==> config.mk <==
export PLATFORM = sky130hd
export DESIGN_NAME = band_record_fifo
export DESIGN_NICKNAME = d
export VERILOG_FILES = /design/src/verilog/doa_sample_pkg.sv /design/src/verilog/doa_result_pkg.sv /design/src/verilog/band_record_fifo.sv
export VERILOG_INCLUDE_DIRS = /design/src /design/src/verilog
export SDC_FILE = /design/constraint.sdc
export NUM_CORES = 1
export LEC_CHECK = 0
export BUFFER_PORTS_ARGS = -buffer_cell sky130_fd_sc_hd__buf_2
export CORE_ASPECT_RATIO = 0.7
export CORE_MARGIN = 2
export CORE_UTILIZATION = 57
export CTS_CLUSTER_DIAMETER = 150
export DETAILED_ROUTE_END_ITERATION = 8
export PLACE_DENSITY = 0.82
export SYNTH_ARGS = -nofsm -noshare
export SYNTH_HDL_FRONTEND = slang
export SYNTH_SLANG_ARGS = --single-unit
==> constraint.sdc <==
create_clock -name clk -period 5.1 [get_ports clk]
set_input_delay 0.51 -clock clk [delete_from_list [all_inputs] [get_ports clk]]
set_output_delay 0.51 -clock clk [all_outputs]
set_load 0.02 [all_outputs]
==> src/verilog/doa_consts.svh <==
`ifndef DOA_CONSTS_SVH
`define DOA_CONSTS_SVH

// input samples
`define DIN_WIDTH   12
`define PARALLEL    2     // channels per beat
`define VECTOR_LEN  32    // fft channels per frame
`define BANDS       4     // 8 channels, 4 beats each

// correlation and eigen datapath
`define ACC_WIDTH   28
`define DISC_WIDTH  60    // twice ROOT_WIDTH
`define ROOT_WIDTH  30
`define DOUT_WIDTH  32

// band record buffer
`define FIFO_DEPTH  4

`endif
==> src/verilog/doa_sample_pkg.sv <==
`include "doa_consts.svh"

package doa_sample_pkg;

    // one real or imaginary part of an fft channel
    typedef logic signed [`DIN_WIDTH-1:0] sample_t;

    // lane i holds channel i of the beat
    typedef sample_t [`PARALLEL-1:0] beat_t;

    typedef logic [$clog2(`BANDS)-1:0] band_idx_t;

endpackage

==> src/verilog/doa_result_pkg.sv <==
`include "doa_consts.svh"

package doa_result_pkg;

    typedef logic signed [`ACC_WIDTH-1:0] acc_t;

    // correlation terms of one finished band
    typedef struct packed {
        acc_t r11;      // |x1|^2
        acc_t r22;      // |x2|^2
        acc_t r12_re;   // re of x1*conj(x2)
        acc_t r12_im;   // im of x1*conj(x2)
        doa_sample_pkg::band_idx_t band;
    } band_rec_t;

    typedef logic signed [`DOUT_WIDTH-1:0] dout_t;

    // (r11-r22)^2 + 4|r12|^2, never negative
    typedef logic [`DISC_WIDTH-1:0] disc_t;
    typedef logic [`ROOT_WIDTH-1:0] root_t;

endpackage

==> src/verilog/band_record_fifo.sv <==
`timescale 1ns/1ps
`include "doa_consts.svh"

module band_record_fifo (
    input  logic                      clk,
    input  logic                      rst_n,
    input  doa_result_pkg::band_rec_t rec,
    input  logic                      push,
    input  logic                      pop,
    output doa_result_pkg::band_rec_t head,
    output logic                      empty,
    output logic                      full,
    output logic                      drop
);
    import doa_result_pkg::*;

    localparam int PTR_W = $clog2(`FIFO_DEPTH);

    band_rec_t        mem [`FIFO_DEPTH];
    logic [PTR_W-1:0] wr_ptr, rd_ptr;
    logic [PTR_W:0]   count;
    logic             do_push, do_pop;

    function automatic logic [PTR_W-1:0] next_ptr(input logic [PTR_W-1:0] p);
        return (p == PTR_W'(`FIFO_DEPTH - 1)) ? '0 : p + 1'b1;
    endfunction

    assign full    = (count == (PTR_W+1)'(`FIFO_DEPTH));
    assign empty   = (count == '0);
    assign do_push = push && !full;     // a push while full is lost
    assign do_pop  = pop && !empty;
    assign head    = mem[rd_ptr];       // fall-through read

    always_ff @(posedge clk) begin
        if (do_push)
            mem[wr_ptr] <= rec;
    end

    always_ff @(posedge clk) begin
        if (!rst_n) begin
            wr_ptr <= '0;
            rd_ptr <= '0;
            count  <= '0;
            drop   <= 1'b0;
        end else begin
            drop <= push && full;
            if (do_push)
                wr_ptr <= next_ptr(wr_ptr);
            if (do_pop)
                rd_ptr <= next_ptr(rd_ptr);
            case ({do_push, do_pop})
                2'b10:   count <= count + 1'b1;
                2'b01:   count <= count - 1'b1;
                default: count <= count;
            endcase
        end
    end

endmodule

==> flow_summary.ini <==
[synth]
synth.top_cell.area_share = 0.807
sequential_share_of_the_synthesized_area = 0.818
yosysWarningCount = 0
synthTopCellsByArea = sky130_fd_sc_hd__edfxtp_1 81%, sky130_fd_sc_hd__mux4_2 15%, sky130_fd_sc_hd__dfxtp_1 1.2%
most_area_hungry_cell_type_in_the_yosys_netlist = sky130_fd_sc_hd__edfxtp_1
synthCells = 654
post_synth.cell_area_avg_um2 = 26.0
mappedNetlistArea_um2 = 17000
netlist-cell-type-count = 25
mappedNetlistNets = 779
synth-seq-cells = 466

[layout]
layout.cells.non_filler = 1326
mostFrequentLayoutCell = sky130_fd_sc_hd__edfxtp_1
nets = 1037
area_delta_synth_final_pct = 17.5
layout.cells.most_common_list = 456 x sky130_fd_sc_hd__edfxtp_1, 234 x sky130_fd_sc_hd__buf_2, 114 x sky130_fd_sc_hd__mux4_2
drive_gt1_frac = 0.454
post-route-cell-area_um2 = 19900
post-route-util = 0.686
fillers = 1743

[clocking]
clock_latency_ns = 0.55
cts_tree = built
clock_tree_sinks = 466
clkSlewWorstSetupHoldPaths_ns = 0.07
cts-htree-levels = 2
ctsHoldBuffers = 0
cts_post_setup_buffers_inserted = 0
clock_tree_root_driver_cell = sky130_fd_sc_hd__clkbuf_16
cts_made_buffers = 41
number_of_gates_resized_after_cts = 0
clk_path_buf_depth = 3

[sta]
max-slew-margin-rel = 0.269
slew_violations = 0
clock.fmax_mhz = 302
final_report_setup_violation_count = 0
timing.clock.skew_ns = 0.00923
grt_setup_unrepaired = no
tightest_pin_transition_ns = 1.10
finalHoldViolations = 0
timing.final.crit_share = 0.649
finalCriticalPeriod_ns = 3.31
setup_total_negative_slack_ns = 0

[power_and_ir_drop]
power.share.combinational = 0.230
pwr_density_cell_nw_per_um2 = 519
p_leak_nw = 6.66
net-switching-power_mw = 2.91
power_frac_seq = 0.466
clock_power_frac = 0.304
swShare = 0.281
totalPowerFinal_mw = 10.3
power_report.internal_total_mw = 7.43
vdd_ir_drop_max_mv = 0.373

[grt]
grt_antenna_before_repair = 7
grt_pass1_wl_um = 48100
via_count_of_the_first_global_routing_pass = 8043
grt_use_total = 0.210
grt_use_met3 = 0.0562
grt_start_max_net_pins = 89
grt_busiest_layer = met2
met1_layer_usage_reported_by_global_route = 0.293
groute.layer.met2.usage = 0.339
overflow_left_after_global_routing = 0

[setup_path]
critical_path.max_stage_delay_ns = 0.85
rr_startpoint = count[2]$_SDFFE_PN0P_
critical_path.cell_chain = buf_4 -> mux4_2 -> buf_2
rr_endpoint = mem[1][86]$_DFFE_PP_
crit_end = head[17]
critical_path_required_ns = 4.59
cell_at_the_slowest_stage_of_the_critical_path = sky130_fd_sc_hd__dfxtp_4
cell_count_of_the_worst_reg_to_reg_path = 4
setup.worst_path.class = flip-flop to primary output
path_max_fanout = 38
critPathCaptureType = primary output
timing.critical_path.from_type = flip-flop
critical_path_data_arrival_time_ns = 2.80
reg2reg_slack_ns = 2.38

[floorplanning]
design.core.area_um2 = 29100
dieArea_um2 = 31200
die_height_um = 148
count_of_pins_on_the_block_boundary = 235
die_w_um = 210
start_util = 0.584
std_cell_rows = 52

[placed_design]
buffer_ports.inserted = 234
area_of_placed_instances_um2 = 18500
dp_cells = 1247
place_congestion = 0.744
place.detailed.hpwl_um = 19100

[routing]
route.detailed.wl_per_inst_um = 24.3
drt-total-wl_um = 32300
route.detailed.drc = 0
avgViaCountPerCell = 5.76
drtPass1Iterations = 5
initial_drc_count = 558
vias = 7635
detail-route-antenna-nets = 0

[flow_run]
maximum_capacitance_violations = 0

[hold_path]
hp-start = rec[105]
hold_path_class = input pin to flip-flop

[status]
outcome = finished, final reports clean
## per-stage QoR
step           worst slack [ns]  hold WS [ns]
3_5_place_dp               2.24         0.495
3_3_place_gp               2.28         0.494
4_1_cts                    1.66         0.152
5_1_grt                    1.57         0.159
6_report                   1.79         0.176
2_1_floorplan              1.06         0.468
## power groups by stage
| stage | logic [mW] | clock network (mW) | registers (mW) |
|---|---|---|---|
| 5_1_grt | 2.53 | 3.33 | 4.87 |
| 6_report | 2.38 | 3.14 | 4.82 |
| 2_1_floorplan | 1.79 | 0 | 4.81 |
| 3_3_place_gp | 2.39 | 0 | 4.89 |
| 4_1_cts | 2.43 | 3.20 | 4.84 |
| 3_5_place_dp | 2.41 | 0 | 4.91 |
## flip-flops by register name, indices dropped and copies added (netlist names), named ones only
register / cells
mem: 456
count: 3
rd_ptr: 2
wr_ptr: 2
drop: 1
## synthesized netlist by cell type (all sizes together)
library cell    n
a21boi          1
and2            6
and3            1
buf            21
clkbuf          7
dfxtp          10
edfxtp        456
fa              1
ha              6
inv             7
mux2i           2
mux4          114
nand2           7
nand3           2
nor2            2
nor2b           1
nor3            1
nor3b           1
o21ai           4
o31ai           1
or3             1
xnor2           1
xor2            1
## worst min path at each step
| stage | to | slack, ns | cells after the start |
|---|---|---|---|
| 6_report | mem[1][105]$_DFFE_PP_ | 0.18 | 1 |
| 2_1_floorplan | wr_ptr[1]$_SDFFE_PN0P_ | 0.47 | 2 |
| 3_3_place_gp | wr_ptr[1]$_SDFFE_PN0P_ | 0.49 | 2 |
| 5_1_grt | mem[3][32]$_DFFE_PP_ | 0.16 | 1 |
| 4_1_cts | mem[0][31]$_DFFE_PP_ | 0.15 | 1 |
| 3_5_place_dp | wr_ptr[1]$_SDFFE_PN0P_ | 0.50 | 2 |
## kinds of logic (layout without fill, tap and decap cells)
family                   Yosys count  count (layout)  synth area share
adder cells (fa/ha/maj)            7               7           0.00560
AND/OR/NAND/NOR                   22              22           0.00664
other                              0               4                 0
flip-flops                       466             466             0.818
XOR/XNOR                           2               2           0.00103
multiplexers                     116             116             0.152
AO/OA/AOI/OAI                      6               6           0.00206
buffers and inverters             35             325            0.0138
## per-layer routing
metal / vias up / wire [µm]
met5: - / 56
met4: 10 / 500
met3: 57 / 2560
met2: 275 / 15900
met1: 3964 / 13200
li1: 3329 / -
## critical path: cells and delay by family, from the launching register on
family / cells / cell delay [ns]
mux: 1 / 0.62
flops: 1 / 0.85
buf+inv: 2 / 0.75
## final cells by class
type                       instances  area (µm²)  area share
timing repair buffer             243        1290      0.0646
antenna                            4        10.0    0.000502
clock inverter                    30         299      0.0150
multi-input combinational        153        2860       0.143
clock buffer                      45        1080      0.0543
tap                              378         473      0.0237
sequential                       466       13900       0.697
inverter                           7        26.3     0.00132
No activity file was read; power rests on OpenSTA's default activity.
