File: src/verilog/doa_consts.svh
`ifndef DOA_CONSTS_SVH
`define DOA_CONSTS_SVH

// input samples
`define DIN_WIDTH   12
`define PARALLEL    2     // channels per beat
`define VECTOR_LEN  32    // fft channels per frame
`define BANDS       4     // 8 channels, 4 beats each

// correlation and eigen datapath
`define ACC_WIDTH   28
`define DISC_WIDTH  60    // twice ROOT_WIDTH
`define ROOT_WIDTH  30
`define DOUT_WIDTH  32

// band record buffer
`define FIFO_DEPTH  4

`endif
File: src/verilog/doa_sample_pkg.sv
`include "doa_consts.svh"

package doa_sample_pkg;

    // one real or imaginary part of an fft channel
    typedef logic signed [`DIN_WIDTH-1:0] sample_t;

    // lane i holds channel i of the beat
    typedef sample_t [`PARALLEL-1:0] beat_t;

    typedef logic [$clog2(`BANDS)-1:0] band_idx_t;

endpackage

File: src/verilog/doa_result_pkg.sv
`include "doa_consts.svh"

package doa_result_pkg;

    typedef logic signed [`ACC_WIDTH-1:0] acc_t;

    // correlation terms of one finished band
    typedef struct packed {
        acc_t r11;      // |x1|^2
        acc_t r22;      // |x2|^2
        acc_t r12_re;   // re of x1*conj(x2)
        acc_t r12_im;   // im of x1*conj(x2)
        doa_sample_pkg::band_idx_t band;
    } band_rec_t;

    typedef logic signed [`DOUT_WIDTH-1:0] dout_t;

    // (r11-r22)^2 + 4|r12|^2, never negative
    typedef logic [`DISC_WIDTH-1:0] disc_t;
    typedef logic [`ROOT_WIDTH-1:0] root_t;

endpackage

File: src/verilog/isqrt_iter.sv
`timescale 1ns/1ps
`include "doa_consts.svh"

module isqrt_iter (
    input  logic                  clk,
    input  logic                  rst_n,
    input  logic                  start,
    input  doa_result_pkg::disc_t radicand,
    output doa_result_pkg::root_t root,
    output logic                  done
);
    import doa_result_pkg::*;

    localparam int CNT_W = $clog2(`ROOT_WIDTH);

    logic [`ROOT_WIDTH-1:0] rem_r, rem_src;
    logic [`ROOT_WIDTH+1:0] rem_sh, trial, rem_nxt;
    root_t                  root_src, root_nxt;
    disc_t                  rad_r, rad_src;
    logic [CNT_W-1:0]       cnt;
    logic                   busy;

    // one restoring step, the first one runs on the start cycle itself
    always_comb begin
        rem_src  = start ? '0 : rem_r;
        root_src = start ? '0 : root;
        rad_src  = start ? radicand : rad_r;
        rem_sh   = {rem_src, rad_src[`DISC_WIDTH-1 -: 2]};  // bring down next bit pair
        trial    = {root_src, 2'b01};                       // 4*root + 1
        if (rem_sh >= trial) begin
            rem_nxt  = rem_sh - trial;
            root_nxt = {root_src[`ROOT_WIDTH-2:0], 1'b1};
        end else begin
            rem_nxt  = rem_sh;
            root_nxt = {root_src[`ROOT_WIDTH-2:0], 1'b0};
        end
    end

    always_ff @(posedge clk) begin
        if (!rst_n) begin
            busy <= 1'b0;
            cnt  <= '0;
            done <= 1'b0;
        end else begin
            done <= 1'b0;
            if (start) begin
                busy <= 1'b1;
                cnt  <= CNT_W'(`ROOT_WIDTH - 1);   // steps still to go
            end else if (busy) begin
                cnt <= cnt - 1'b1;
                if (cnt == CNT_W'(1)) begin
                    busy <= 1'b0;
                    done <= 1'b1;
                end
            end
        end
    end

    // remainder stays below 2*root+1 so the top bits only matter on the last step
    always_ff @(posedge clk) begin
        if (start || busy) begin
            rem_r <= rem_nxt[`ROOT_WIDTH-1:0];
            root  <= root_nxt;
            rad_r <= rad_src << 2;
        end
    end

endmodule

File: config.mk
export PLATFORM = sky130hd
export DESIGN_NAME = isqrt_iter
export DESIGN_NICKNAME = d
export VERILOG_FILES = /design/src/verilog/doa_sample_pkg.sv /design/src/verilog/doa_result_pkg.sv /design/src/verilog/isqrt_iter.sv
export VERILOG_INCLUDE_DIRS = /design/src /design/src/verilog
export SDC_FILE = /design/constraint.sdc
export NUM_CORES = 1
export LEC_CHECK = 0
export BUFFER_PORTS_ARGS = -buffer_cell sky130_fd_sc_hd__buf_2
export CAP_MARGIN = 10
export CORE_UTILIZATION = 50
export DETAILED_ROUTE_END_ITERATION = 10
export GPL_TIMING_DRIVEN = 1
export PLACE_DENSITY = 0.76
export SLEW_MARGIN = 15
export SYNTH_ARGS = -nofsm -noshare
export SYNTH_HDL_FRONTEND = slang
export SYNTH_SLANG_ARGS = --single-unit
export TNS_END_PERCENT = 5
File: constraint.sdc
create_clock -name clk -period 9.3 [get_ports clk]
set_input_delay 0.465 -clock clk [delete_from_list [all_inputs] [get_ports clk]]
set_output_delay 0.465 -clock clk [all_outputs]
set_load 0.03 [all_outputs]
==> flow_metrics.tcl <==
set metrics [dict create \
    cts_tree "yes" \
    syn_inst 637 \
    fin_setup_tns_ns 0 \
    drive_gt1_share_pct 27.24 \
    grt_overflow 0 \
    power_frac_comb_pct 40.0 \
    synth_edf_count 118 \
    cp-start-kind "primary input" \
    synth_common_cells "edfxtp_1 (118), mux2_2 (60), nand2_1 (53), inv_1 (42), o21ai_0 (42)" \
    place_congestion 0.8391 \
    row_count 43 \
    cts_resized 0 \
    dp_hpwl_microns 10660 \
    ys_types 62 \
    yosys_register_bits 125 \
    p_switching_uw 897.0 \
    hold_path.class "in -> reg" \
    post-place-ws_ns 4.030 \
    final_util_pct 59.89 \
    irDropWorstVdd_v 0.0001636 \
    vias 5201 \
    critPathLaunch "start" \
    track_usage_pct 22.13 \
    die_h_microns 121.7 \
    route.detailed.drc 0 \
    path_class "in -> reg" \
    grt_max_degree 91 \
    crit_arrival_ns 5.07 \
    start_util_pct 51.45 \
    syn_nets 729 \
    crit_required_ns 9.47 \
    grt_pass1_wl_microns 24900 \
    hold_viol 0 \
    power_frac_clock_pct 25.6 \
    io_pins 94 \
    skew_ns 0.006964 \
    syn_area_sq_um 7169 \
    seqPwrFrac_pct 34.4 \
    ctsHtreeMaxLevel 4 \
    dr.pass1.iters 5 \
    numPortBuffers 93 \
    cts_root_buf "clkbuf_16" \
    status "finished, final reports clean" \
    synth_warnings 0 \
    area_growth_pct 16.40 \
    cap_violations 0 \
    ant_nets 0 \
    cts_hold_buf 0 \
    intPower_uw 1553 \
    maxSlewHeadroom_pct 25.37 \
    p_leak_uw 0.003510 \
    synth_area_leader_cell "edfxtp_1" \
    wirelength_microns 15440 \
    endpoint "rem_r[20]" \
    finalPower_uw 2450 \
    fin_area_sq_um 8346 \
    report.final.slew_viol_count 0 \
    grt_pass1_vias 5145 \
    core_sq_um 13930 \
    diodes 0 \
    synth_top_area_share_pct 49.42 \
    drt_iter0_markers 359 \
    fin_crit_ns 4.898 \
    worstSetupEndpointType "flop" \
    fillers 1159 \
    setup_viol 0 \
    cp_max_fo 90 \
    seq_area_frac_synth_pct 51.38 \
    power_density_nw_per_um2 293.5 \
    clock_latency_ns 0.42 \
    cts_buffers 17 \
    reg2regPathDepth 11 \
    reg2reg_slack_ns 5.27 \
    r2r-start "rem_r[11]" \
    finalWorstSetupSlack_ns 4.402 \
    r2r_end "rem_r[20]" \
    clk_transition_reported_paths_ns 0.06 \
    cts_num_sinks 125 \
    post-route-period-util_pct 52.66 \
    cts_buffer_depth 2 \
    yosysMostFrequentCell "edfxtp_1" \
    die_w_microns 121.7 \
    drt-wirelength-per-cell_microns 16.82 \
    fmax_mhz 204.2 \
    rsz0062_at_grt "no" \
    tightest_slew_ns 1.119 \
    p_sw_share_pct 36.61 \
    async_flop_share_pct 0 \
    nets 817 \
    antenna_found_initial 1 \
    avgSynthCellArea_sq_um 11.25 \
    placed_area_sq_um 7782 \
    ys_top_cells_by_area "edfxtp_1 (49%), mux2_2 (9.4%), ha_1 (5.1%)" \
    die_area_sq_um 14820 \
    vias_per_cell 5.666 \
    post_cts_buffers 0 \
    synthFlopType "edfxtp_1" \
]
==> flip-flops by register name, summed over array words and instances, names as in the netlist <==
name and flops:
rad_r 58, busy 1, cnt 5, root 30, done 1, rem_r 30
==> placed cells by master (no fill, tap or decap), types with 3 or more instances in the layout <==
cell type	n
clkinvlp_4	5
dfxtp_1	7
nand2b_1	4
and2_1	5
xor2_1	10
o21bai_1	7
inv_6	4
a211oi_1	3
nor2_1	31
ha_1	29
a21oi_1	38
a21o_1	12
clkinv_4	3
nor3_1	4
o211ai_1	9
buf_2	92
clkbuf_16	17
o22ai_1	3
o21ai_0	42
a21boi_0	7
or2_2	3
inv_1	42
nor2b_1	29
mux2_2	60
and3_1	4
o21a_1	3
buf_4	4
a31oi_1	6
mux2i_1	5
edfxtp_1	118
nand3_1	6
xnor2_1	30
nand2_1	52
==> logic make-up after synthesis <==
kind of cell / share of synthesized area, %
buf+inv: 3.787
simple gates: 10.45
flops: 51.38
compound gates: 14.31
xor+xnor: 4.886
fa+ha+maj: 5.061
mux: 10.12
==> per-stage QoR <==
stage               hold slack (ns)  cells
detailed placement           0.5367    886
finish                       0.3395    918
floorplan                    0.5248    637
CTS                          0.3244    918
global route                 0.3262    918
global placement             0.5279    886
==> how the worst min path moves through the flow <==
| stage | endpoint | slack (ns) | startpoint | depth (start not counted) |
|---|---|---|---|---|
| CTS | rad_r[17] | 0.32 | radicand[15] | 2 |
| detailed placement | rad_r[33] | 0.54 | rad_r[31] | 1 |
| global placement | rad_r[6] | 0.53 | rad_r[4] | 1 |
| floorplan | rad_r[10] | 0.52 | rad_r[8] | 1 |
| global route | rad_r[41] | 0.33 | radicand[39] | 2 |
| finish | rad_r[3] | 0.34 | radicand[1] | 2 |
==> power groups by stage <==
| stage | sequential [uW] | clock, uW | combinational [uW] |
|---|---|---|---|
| after floorplan | 862 | 0 | 742 |
| after global placement | 848 | 0 | 937 |
| after detailed placement | 852 | 0 | 964 |
| after CTS | 843 | 640 | 971 |
| after global routing | 855 | 663 | 1080 |
| final | 842 | 628 | 979 |
==> final cells by class <==
type / count / area (sq um) / area share (%)
Sequential cell: 125 / 3684 / 44.14
Multi-Input combinational cell: 442 / 3222 / 38.61
Inverter: 43 / 161.4 / 1.934
Tap cell: 180 / 225.2 / 2.699
Clock buffer: 17 / 425.4 / 5.097
Clock inverter: 15 / 137.6 / 1.649
Timing Repair Buffer: 96 / 490.5 / 5.877
==> worst max-delay path, stage by stage <==
cell and delay [ns]:
buf_4 0.33, buf_4 0.81, nor2b_1 0.18, ha_1 0.42, a21o_1 0.25, a31oi_1 0.19, nand2_1 0.12, a311oi_1 0.36
nand3_1 0.20, a311o_1 0.44, nand2_2 0.63, inv_2 0.22, mux2_2 0.32
==> routing by layer <==
layer	GRT usage (%)	part of all wire, %	wire, microns	vias to the layer above
met5	0	0	0	-
met4	9.336	2.0	312	0
met3	8.193	7.1	1097	35
met2	35.95	48	7422	181
met1	26.30	43	6606	2480
li1	-	-	-	2505
Note: power is estimated with default switching activity, not from simulation.
